--- src/design/cacheGeomPkg.sv ---
//////////////////////////////////////////////////////////////
// Cache geometry package
// Line size, offset width and the address word union that
// gives both a raw and a line/offset view of one address
//////////////////////////////////////////////////////////////
`default_nettype none

package cacheGeomPkg;

    localparam int ADDR_WIDTH   = 32;
    localparam int LINE_WORDS   = 8;                       // 32-bit words per line
    localparam int OFFSET_WIDTH = $clog2(LINE_WORDS * 4);  // Byte offset inside a line

    // One address word, decoded either as a plain word or as line + offset
    typedef union packed {
        logic [ADDR_WIDTH-1:0] raw;
        struct packed {
            logic [ADDR_WIDTH-OFFSET_WIDTH-1:0] lineAddr;
            logic [OFFSET_WIDTH-1:0]            lineOffset;
        } line;
    } addrWord_u;

endpackage

`default_nettype wire

--- src/design/pipeCtrlPkg.sv ---
//////////////////////////////////////////////////////////////
// Pipeline control package
// Stage count, stage indices and token tag width
//////////////////////////////////////////////////////////////
`default_nettype none

package pipeCtrlPkg;

    localparam int NUM_STAGES = 7;

    // Bit positions in the per-stage write and flush vectors
    localparam int STG_PREIF = 0;
    localparam int STG_IF    = 1;
    localparam int STG_ID    = 2;
    localparam int STG_EXE   = 3;
    localparam int STG_MEM   = 4;
    localparam int STG_MEM2  = 5;
    localparam int STG_WB    = 6;

    localparam int TAG_WIDTH = 8;  // Tags wrap modulo 256

endpackage

`default_nettype wire

--- src/design/lineConflict.sv ---
//////////////////////////////////////////////////////////////
// Load/store line conflict check
// Flags a cached MEM access that hits the same cache line as
// a cached store still sitting in MEM2 or WB
//////////////////////////////////////////////////////////////
`timescale 1ns/1ps
`default_nettype none

module lineConflict (
    input  cacheGeomPkg::addrWord_u memAddr,
    input  logic                    memLoadStoreReq,
    input  logic                    memCached,
    input  cacheGeomPkg::addrWord_u mem2Addr,
    input  logic                    mem2StoreReq,
    input  logic                    mem2Cached,
    input  cacheGeomPkg::addrWord_u wbAddr,
    input  logic                    wbStoreReq,
    input  logic                    wbCached,
    output logic                    loadStoreConflict
);

    logic memAccess;    // Cached load or store in MEM
    logic mem2Store;
    logic wbStore;
    logic mem2SameLine;
    logic wbSameLine;

    assign memAccess = memLoadStoreReq & memCached;
    assign mem2Store = mem2StoreReq & mem2Cached;
    assign wbStore   = wbStoreReq & wbCached;

    // Offset bits are ignored, only the line address matters
    assign mem2SameLine = (memAddr.line.lineAddr == mem2Addr.line.lineAddr);
    assign wbSameLine   = (memAddr.line.lineAddr == wbAddr.line.lineAddr);

    // MEM waits until older stores to its line have drained
    assign loadStoreConflict = memAccess &
                               ((mem2Store & mem2SameLine) | (wbStore & wbSameLine));

endmodule

`default_nettype wire

--- src/design/hazardControl.sv ---
//////////////////////////////////////////////////////////////
// Pipeline hazard control
// Fixed priority table from stall and redirect causes to the
// per-stage write/flush vectors, write-disable strobes and
// cache request, flush and stall levels
//////////////////////////////////////////////////////////////
`timescale 1ns/1ps
`default_nettype none

module hazardControl (
    input  logic                               flushException,
    input  logic                               iTlbStall,
    input  logic                               dTlbStall,
    input  logic                               icacheBusy,
    input  logic                               dcacheBusy,
    input  logic                               loadStoreConflict,
    input  logic                               dataHazardStall,
    input  logic                               idImmJump,
    input  logic                               branchFailed,
    input  logic                               mulDivBusy,
    output logic [pipeCtrlPkg::NUM_STAGES-1:0] stageWr,
    output logic [pipeCtrlPkg::NUM_STAGES-1:0] stageFlush,
    output logic                               exeDisWr,  // Blocks HI/LO write in EXE
    output logic                               memDisWr,  // Blocks CP0 write in MEM
    output logic                               wbDisWr,
    output logic                               icacheFlush,
    output logic                               iReqValid,
    output logic                               dReqValid,
    output logic                               icacheStall,
    output logic                               dcacheStall
);

    import pipeCtrlPkg::*;

    logic iSideBusy;
    logic dSideBusy;

    assign iSideBusy = iTlbStall | icacheBusy;
    assign dSideBusy = dTlbStall | dcacheBusy;

    always_comb begin
        // Everything low unless the selected row raises it
        stageWr     = '0;
        stageFlush  = '0;
        exeDisWr    = 1'b0;
        memDisWr    = 1'b0;
        wbDisWr     = 1'b0;
        icacheFlush = 1'b0;
        iReqValid   = 1'b0;
        dReqValid   = 1'b0;
        icacheStall = 1'b0;
        dcacheStall = 1'b0;

        if (flushException) begin
            // Older instructions in MEM2/WB complete, younger ones are killed
            stageWr[STG_PREIF]   = 1'b1;
            stageWr[STG_MEM2]    = 1'b1;
            stageWr[STG_WB]      = 1'b1;
            stageFlush[STG_IF]   = 1'b1;
            stageFlush[STG_ID]   = 1'b1;
            stageFlush[STG_EXE]  = 1'b1;
            stageFlush[STG_MEM]  = 1'b1;
            exeDisWr             = 1'b1;
            memDisWr             = 1'b1;
            icacheFlush          = 1'b1;
        end else if (iSideBusy) begin
            memDisWr    = 1'b1;
            wbDisWr     = 1'b1;
            icacheStall = 1'b1;
            dcacheStall = 1'b1;
            dReqValid   = 1'b1;
        end else if (dSideBusy) begin
            memDisWr    = 1'b1;
            wbDisWr     = 1'b1;
            icacheStall = 1'b1;
            dcacheStall = 1'b1;
            iReqValid   = 1'b1;
        end else if (loadStoreConflict) begin
            // Let the store in WB drain, bubble into MEM2
            stageWr[STG_WB]      = 1'b1;
            stageFlush[STG_MEM2] = 1'b1;
            icacheStall          = 1'b1;
        end else if (dataHazardStall) begin
            stageWr[STG_MEM]     = 1'b1;
            stageWr[STG_MEM2]    = 1'b1;
            stageWr[STG_WB]      = 1'b1;
            stageFlush[STG_EXE]  = 1'b1;  // Bubble behind the stalled front end
            icacheStall          = 1'b1;
            iReqValid            = 1'b1;
            dReqValid            = 1'b1;
        end else if (idImmJump) begin
            stageWr            = '1;
            stageWr[STG_IF]    = 1'b0;
            stageFlush[STG_IF] = 1'b1;    // One wrong-path slot
            icacheFlush        = 1'b1;
            dReqValid          = 1'b1;
        end else if (branchFailed) begin
            stageWr[STG_PREIF] = 1'b1;
            stageWr[STG_EXE]   = 1'b1;
            stageWr[STG_MEM]   = 1'b1;
            stageWr[STG_MEM2]  = 1'b1;
            stageWr[STG_WB]    = 1'b1;
            stageFlush[STG_IF] = 1'b1;
            stageFlush[STG_ID] = 1'b1;
            icacheFlush        = 1'b1;
            dReqValid          = 1'b1;
        end else if (mulDivBusy) begin
            // Whole pipe frozen while the multiplier/divider runs
            exeDisWr    = 1'b1;
            memDisWr    = 1'b1;
            wbDisWr     = 1'b1;
            icacheStall = 1'b1;
            dcacheStall = 1'b1;
            iReqValid   = 1'b1;
            dReqValid   = 1'b1;
        end else begin
            stageWr   = '1;
            iReqValid = 1'b1;
            dReqValid = 1'b1;
        end
    end

endmodule

`default_nettype wire

--- src/design/stageTracker.sv ---
//////////////////////////////////////////////////////////////
// Stage occupancy tracker
// Moves numbered tokens through the seven stage registers
// under the write/flush controls and reports WB departures
//////////////////////////////////////////////////////////////
`timescale 1ns/1ps
`default_nettype none

module stageTracker (
    input  logic                               clk,
    input  logic                               rst,
    input  logic [pipeCtrlPkg::NUM_STAGES-1:0] stageWr,
    input  logic [pipeCtrlPkg::NUM_STAGES-1:0] stageFlush,
    output logic                               retireValid,
    output logic [pipeCtrlPkg::TAG_WIDTH-1:0]  retireTag
);

    import pipeCtrlPkg::*;

    logic [NUM_STAGES-1:0] stageValid;
    logic [TAG_WIDTH-1:0]  stageTag [NUM_STAGES];
    logic [TAG_WIDTH-1:0]  fetchCnt;   // Next tag to issue

    logic [NUM_STAGES-1:0] upValid;    // What each stage would load on a write
    logic [TAG_WIDTH-1:0]  upTag [NUM_STAGES];
    logic [NUM_STAGES-1:0] stageLoad;

    // PREIF is fed by the fetch counter, always with a valid token
    assign upValid = {stageValid[NUM_STAGES-2:0], 1'b1};

    always_comb begin
        upTag[STG_PREIF] = fetchCnt;
        for (int s = 1; s < NUM_STAGES; s++) begin
            upTag[s] = stageTag[s-1];
        end
    end

    assign stageLoad = stageWr & ~stageFlush;  // Flush wins over write

    always_ff @(posedge clk) begin
        if (rst) begin
            stageValid <= '0;
            fetchCnt   <= '0;
        end else begin
            for (int s = 0; s < NUM_STAGES; s++) begin
                if (stageFlush[s]) begin
                    stageValid[s] <= 1'b0;
                end else if (stageWr[s]) begin
                    stageValid[s] <= upValid[s];
                end
            end
            if (stageLoad[STG_PREIF]) begin
                fetchCnt <= fetchCnt + 1'b1;
            end
        end
    end

    // Tags only mean something where the valid bit is set
    always_ff @(posedge clk) begin
        for (int s = 0; s < NUM_STAGES; s++) begin
            if (stageLoad[s]) begin
                stageTag[s] <= upTag[s];
            end
        end
    end

    // A token leaves WB when WB takes the next one in
    assign retireValid = stageValid[STG_WB] & stageWr[STG_WB];
    assign retireTag   = stageTag[STG_WB];

endmodule

`default_nettype wire

--- src/design/pipelineControl.sv ---
//////////////////////////////////////////////////////////////
// Pipeline control slice, top level
// Line conflict check, priority table and stage tracker
//////////////////////////////////////////////////////////////
`timescale 1ns/1ps
`default_nettype none

module pipelineControl (
    input  logic                                 clk,
    input  logic                                 rst,
    input  logic                                 flushException,
    input  logic                                 iTlbStall,
    input  logic                                 dTlbStall,
    input  logic                                 icacheBusy,
    input  logic                                 dcacheBusy,
    input  logic                                 dataHazardStall,
    input  logic                                 idImmJump,
    input  logic                                 branchFailed,
    input  logic                                 mulDivBusy,
    input  logic [cacheGeomPkg::ADDR_WIDTH-1:0]  memAddr,
    input  logic                                 memLoadStoreReq,
    input  logic                                 memCached,
    input  logic [cacheGeomPkg::ADDR_WIDTH-1:0]  mem2Addr,
    input  logic                                 mem2StoreReq,
    input  logic                                 mem2Cached,
    input  logic [cacheGeomPkg::ADDR_WIDTH-1:0]  wbAddr,
    input  logic                                 wbStoreReq,
    input  logic                                 wbCached,
    output logic [pipeCtrlPkg::NUM_STAGES-1:0]   stageWr,
    output logic [pipeCtrlPkg::NUM_STAGES-1:0]   stageFlush,
    output logic                                 exeDisWr,
    output logic                                 memDisWr,
    output logic                                 wbDisWr,
    output logic                                 icacheFlush,
    output logic                                 iReqValid,
    output logic                                 dReqValid,
    output logic                                 icacheStall,
    output logic                                 dcacheStall,
    output logic                                 retireValid,
    output logic [pipeCtrlPkg::TAG_WIDTH-1:0]    retireTag
);

    logic loadStoreConflict;

    lineConflict uLineConflict (
        .memAddr           (memAddr),  // Raw word seen through the line view
        .memLoadStoreReq   (memLoadStoreReq),
        .memCached         (memCached),
        .mem2Addr          (mem2Addr),
        .mem2StoreReq      (mem2StoreReq),
        .mem2Cached        (mem2Cached),
        .wbAddr            (wbAddr),
        .wbStoreReq        (wbStoreReq),
        .wbCached          (wbCached),
        .loadStoreConflict (loadStoreConflict)
    );

    hazardControl uHazardControl (
        .flushException    (flushException),
        .iTlbStall         (iTlbStall),
        .dTlbStall         (dTlbStall),
        .icacheBusy        (icacheBusy),
        .dcacheBusy        (dcacheBusy),
        .loadStoreConflict (loadStoreConflict),
        .dataHazardStall   (dataHazardStall),
        .idImmJump         (idImmJump),
        .branchFailed      (branchFailed),
        .mulDivBusy        (mulDivBusy),
        .stageWr           (stageWr),
        .stageFlush        (stageFlush),
        .exeDisWr          (exeDisWr),
        .memDisWr          (memDisWr),
        .wbDisWr           (wbDisWr),
        .icacheFlush       (icacheFlush),
        .iReqValid         (iReqValid),
        .dReqValid         (dReqValid),
        .icacheStall       (icacheStall),
        .dcacheStall       (dcacheStall)
    );

    stageTracker uStageTracker (
        .clk         (clk),
        .rst         (rst),
        .stageWr     (stageWr),
        .stageFlush  (stageFlush),
        .retireValid (retireValid),
        .retireTag   (retireTag)
    );

endmodule

`default_nettype wire

--- config.mk ---
export PLATFORM = sky130hd
export DESIGN_NAME = pipelineControl
export DESIGN_NICKNAME = d
export VERILOG_FILES = /design/src/design/cacheGeomPkg.sv /design/src/design/pipeCtrlPkg.sv /design/src/design/lineConflict.sv /design/src/design/hazardControl.sv /design/src/design/stageTracker.sv /design/src/design/pipelineControl.sv
export SDC_FILE = /design/constraint.sdc
export NUM_CORES = 1
export LEC_CHECK = 0
export BUFFER_PORTS_ARGS = -buffer_cell sky130_fd_sc_hd__buf_2
export CAP_MARGIN = 0
export CORE_UTILIZATION = 45
export CTS_CLUSTER_SIZE = 12
export DETAILED_ROUTE_END_ITERATION = 8
export GPL_TIMING_DRIVEN = 0
export HOLD_SLACK_MARGIN = 0.12
export PLACE_DENSITY = 0.78
export SLEW_MARGIN = 20
export SYNTH_ARGS = -nofsm -noshare
export SYNTH_HDL_FRONTEND = slang
export SYNTH_SLANG_ARGS = --single-unit
--- constraint.sdc ---
create_clock -name clk -period 7.2 [get_ports clk]
set_input_delay 0.36 -clock clk [delete_from_list [all_inputs] [get_ports clk]]
set_output_delay 0.36 -clock clk [all_outputs]
set_load 0.005 [all_outputs]
**After elaboration in Yosys (flattened, before gate mapping)**

Memory sizes are Yosys's and may differ from the RTL's.
Index checks and enable logic that the tools add are counted.

- $add $sub $neg: 1
- Eq/ne operators: 2
- Mux-type cells: 84
- Bitwise operators: 12
- Reductions and logical operators: 5

Operator list:

| kind | number |
|---|---|
| 2-to-1 mux 7 bit | 11 |
| 2-to-1 mux 1 bit | 60 |
| equality test 27 bit | 2 |
| 2-to-1 mux 3 bit | 5 |
| 2-to-1 mux 4 bit | 3 |
| OR reduction 2 bit | 5 |
| adder 8 x 1 -> 8 bit, second input constant | 1 |
| 2-to-1 mux 2 bit | 4 |
| AND 1 bit | 7 |
| AND 7 bit | 1 |
| inverter 6 -> 7 bit | 1 |
| 2-to-1 mux 6 bit | 1 |
| OR 1 bit | 3 |

- Register bits after elaboration: 15
- RAM bits: 56
- Input port bits: 113
- Output and inout bits: 31
- Logic and storage cells: 113
- Memories: 1

Memories:

| memory | depth | width | rd ports | clocked after Yosys merged registers in | write ports | RTL line | text |
|---|---|---|---|---|---|---|---|
| uStageTracker.stageTag | 7 | 8 | 7 | 0 | 7 | stageTracker.sv:21 | `logic [TAG_WIDTH-1:0] stageTag [NUM_STAGES];` |

**Longest topological paths before layout**

- Word-level depth: 18
- Depth in mapped cells: 9
- Depth with buffers taken out: 7

**Hierarchy**

Synthesis repeated with hierarchy kept, for this count alone.

- Cell total of the unflattened synthesis: 241
- Area, all modules: 3198.1 um^2

By module, submodules not included:

| module | instances | cells each | area an instance (um^2) | sequential area each (um^2) |
|---|---|---|---|---|
| stageTracker | 1 | 123 | 2318.5 | 1981.9 |
| lineConflict | 1 | 76 | 608.1 | 0.0 |
| hazardControl | 1 | 42 | 271.5 | 0.0 |

**Worst setup path before layout**

OpenSTA, ideal clock, no wires.

- Path type: input-to-output
- Start point: input mem2Addr[8] (netlist name)
- End point: output stageWr[0] (netlist name)
- Arrival time: 2.478 ns
- Required time: 6.840 ns
- Setup slack: 4.362 ns
- Stages: 8
- Buffers on the path: 2
- Path through: xor2_1 -> or4b_1 -> or4_1 -> or3_4 -> a31oi_2 -> buf_4 -> inv_2 -> buf_4

- Longest elaborated chain between the ends: 8

RTL lines:

| element | RTL line | text |
|---|---|---|
| from (decl) | pipelineControl.sv:23 | `input logic [cacheGeomPkg::ADDR_WIDTH-1:0] mem2Addr,` |
| equality test 27 bit | lineConflict.sv:33 | `assign mem2SameLine = (memAddr.line.lineAddr == mem2Addr.line.lineAddr);` |
| AND 1 bit | lineConflict.sv:38 | `((mem2Store & mem2SameLine) \| (wbStore & wbSameLine));` |
| OR 1 bit | lineConflict.sv:38 |  |
| AND 1 bit | lineConflict.sv:37 | `assign loadStoreConflict = memAccess &` |
| 2-to-1 mux 6 bit | hazardControl.sv:78 | `end else if (loadStoreConflict) begin` |
| 2-to-1 mux 7 bit | hazardControl.sv:72 | `end else if (dSideBusy) begin` |
| 2-to-1 mux 7 bit | hazardControl.sv:66 | `end else if (iSideBusy) begin` |
| 2-to-1 mux 1 bit | hazardControl.sv:54 | `if (flushException) begin` |
| to (decl) | pipelineControl.sv:29 | `output logic [pipeCtrlPkg::NUM_STAGES-1:0] stageWr,` |

No other way between the ends.

**Worst setup path after layout**

Same ends and word-level chain as after synthesis.

==> flow_summary.json <==
{
  "status": "complete, no violations",
  "avgRoutedWirePerCell_um": 13.7,
  "drive_above_1_share": 0.375,
  "slowest_stage": "or4_1",
  "post_cts_resize_count": 0,
  "syn_inst": 283,
  "required_ns": 6.84,
  "setup_violations": 0,
  "finalPower_uw": 822,
  "synthesis.area_um2": 3410,
  "detail_route.vias_per_cell": 5.04,
  "slew_headroom": 0.279,
  "place_congestion": 0.838,
  "final-seq-area_um2": 1980,
  "die_width_um": 89.0,
  "drt_first_pass_iters": 4,
  "antenna_cells": 0,
  "fin_skew_ns": 0.00563,
  "dp.cells": 510,
  "final-max-slew-violation-count": 0,
  "synth_top_area_frac": 0.494,
  "multiInputGateArea_um2": 1320,
  "clockRootBuffer": "clkbuf_8",
  "wl_mm": 7.19,
  "initial_core_util": 0.467,
  "ys_seq_area_frac": 0.582,
  "cp_max_fo": 10,
  "fin_cells": 526,
  "grt_overflow": 0,
  "start_kind": "primary input",
  "antenna_found_initial": 0,
  "core_area_um2": 7290,
  "async_reset_ff_frac": 0,
  "clock_latency_ns": 0.33,
  "post_cts_buffers": 0,
  "first_global_vias": 2524,
  "die_y_um": 89.0,
  "ios": 144,
  "synth_top_cell_by_area": "edfxtp_1",
  "hold_path_depth": 0,
  "worstHoldPathType": "reg2reg",
  "crit_arrival_ns": 2.95,
  "port_buffers": 126,
  "r2r_cells": 5,
  "synth_ff_type": "edfxtp_1",
  "htreeDepth": 3,
  "clk_pin_slew_worst_paths_ns": 0.07,
  "grtUsageTotal": 0.192,
  "fmax_ghz": 0.302,
  "drv_cap": 0,
  "rows": 31,
  "dp_slack_ns": 3.88,
  "crit_chain": "buf_2 > xor2_1 > or4b_1 > or4_1 > or3_4 > a31oi_2 > buf_4 > inv_2 > buf_4 > buf_2",
  "place_hpwl_mm": 5.85,
  "cts_tree": "yes",
  "critPathKind": "in2out",
  "syn_avg_cell_area_um2": 12.0,
  "grt_pass1_wl_mm": 11.3,
  "area_growth_pct": 27.5,
  "via_count": 2651,
  "ff2ff_setup_slack_ns": 5.79,
  "fin_crit_ns": 3.31,
  "synth_area_leaders": "edfxtp_1 (49%), xor2_1 (9.8%), dfxtp_1 (8.8%), xnor2_1 (4.4%), nor2_1 (2.1%)",
  "nets": 536,
  "slowest_delay_ns": 0.50,
  "route.detailed.drc": 0,
  "grt_max_degree": 13,
  "timing.final.crit_share": 0.460,
  "hold_viol_final": 0,
  "first_iter_violations": 107,
  "peakVddDrop_mv": 0.140,
  "rsz0062_at_grt": "no",
  "synth-seq-cells": 71,
  "ant_nets": 0,
  "power.leakage_nw": 1.79,
  "cts_buffers": 9,
  "synth_cell_types": 52,
  "synth-edff-count": 56,
  "end_kind": "output port",
  "cts.sinks": 71,
  "fillers": 631,
  "setup_tns_ns": 0,
  "yosys_warnings": 0,
  "finalWorstSetupSlack_ns": 3.89,
  "die-area_um2": 7920,
  "post-route-util": 0.596,
  "powerDensity_nw_per_um2": 189,
  "tightestPinTransition_ns": 1.08,
  "cts_hold_buf": 0,
  "clockBufferDepth": 2
}
[cells in the mapped netlist (2+ instances only)]
library cell and number:
and4_1 2, nor4b_1 2, nor3b_1 2, buf_4 9, inv_1 6, nor2_1 19, nor4_1 10, nor3_1 4
dfxtp_1 15, xnor2_1 17, o21ai_1 4, or3_1 6, and3_1 3, clkbuf_1 3, nor2b_1 4, a21o_1 4
edfxtp_1 56, o21ai_0 5, xor2_1 38, a21oi_1 11, nand4_1 10, nand2_1 16, nand3_1 7, o21a_1 2
[power by group]
| group | total, mW | internal, mW | switching, mW |
|---|---|---|---|
| sequential | 0.453 | 0.449 | 0.00350 |
| clock | 0.261 | 0.133 | 0.128 |
| combinational | 0.108 | 0.0515 | 0.0569 |
[cell type report]
class | instances | area share
buffer | 13 | 0.0207
clock buffer | 12 | 0.0334
clock inverter | 4 | 0.00519
inverter | 7 | 0.00605
multi-input combinational | 193 | 0.303
sequential | 71 | 0.456
tap | 99 | 0.0285
timing repair buffer | 127 | 0.146
[worst paths after layout]
| path | start | end |
|---|---|---|
| hold / removal | uStageTracker.stageTag[4][0] | uStageTracker.stageTag[5][0] |
| setup / recovery | mem2Addr[8] | stageWr[0] |
| hold reg to reg | uStageTracker.stageTag[4][0] | uStageTracker.stageTag[5][0] |
| setup reg to reg | uStageTracker.fetchCnt[0] | uStageTracker.fetchCnt[6] |
[critical path, delay by kind of cell]
kind | cells | cell delay (ns)
and+or+nand+nor | 3 | 1.38
buffers and inverters | 5 | 0.72
AOI/OAI and AO/OA | 1 | 0.32
xor gates and xnor gates | 1 | 0.17
[cell families (layout without fill, tap and decap cells)]
family	Yosys count	in the layout	synth area share
other cells	1	2	0.00110
compound gates	37	37	0.0727
buf+inv	20	163	0.0342
mux	3	3	0.00955
simple gates	95	95	0.155
fa+ha+maj	1	1	0.00367
flops	71	71	0.582
xor+xnor	55	55	0.141
[state kept, by name, summed over array words and instances (netlist names)]
register                  cells
uStageTracker.fetchCnt        8
uStageTracker.stageValid      7
uStageTracker.stageTag       56
[through the flow]
stage	hold slack [ns]	area [um2]
2_1_floorplan	0.400	3410
4_1_cts	0.401	4340
6_report	0.415	4340
3_3_place_gp	0.400	4160
5_1_grt	0.423	4340
3_5_place_dp	0.405	4180
[cell usage in the layout (no fill, tap or decap), types with 2 or more instances in the layout]
cell / count
nand2_1: 16
and4_1: 2
edfxtp_1: 56
clkbuf_8: 10
buf_4: 9
nand3_1: 7
nor3b_1: 2
a21oi_1: 11
dfxtp_1: 15
or3_1: 6
nor2b_1: 4
o21ai_0: 5
nor4_1: 10
clkbuf_1: 5
o21a_1: 2
xor2_1: 38
conb_1: 2
a21o_1: 4
o21ai_1: 4
inv_1: 6
and3_1: 3
clkinv_2: 3
buf_2: 127
nand4_1: 10
nor3_1: 4
xnor2_1: 17
nor2_1: 19
[metal layers]
layer / up-vias / track usage / wire length, um
li1: 1306 / - / -
met5: - / 0 / 0
met2: 91 / 0.358 / 3730
met1: 1242 / 0.206 / 2900
met3: 12 / 0.0600 / 478
met4: 0 / 0.0664 / 76
Power figures use the tool's default switching activity.
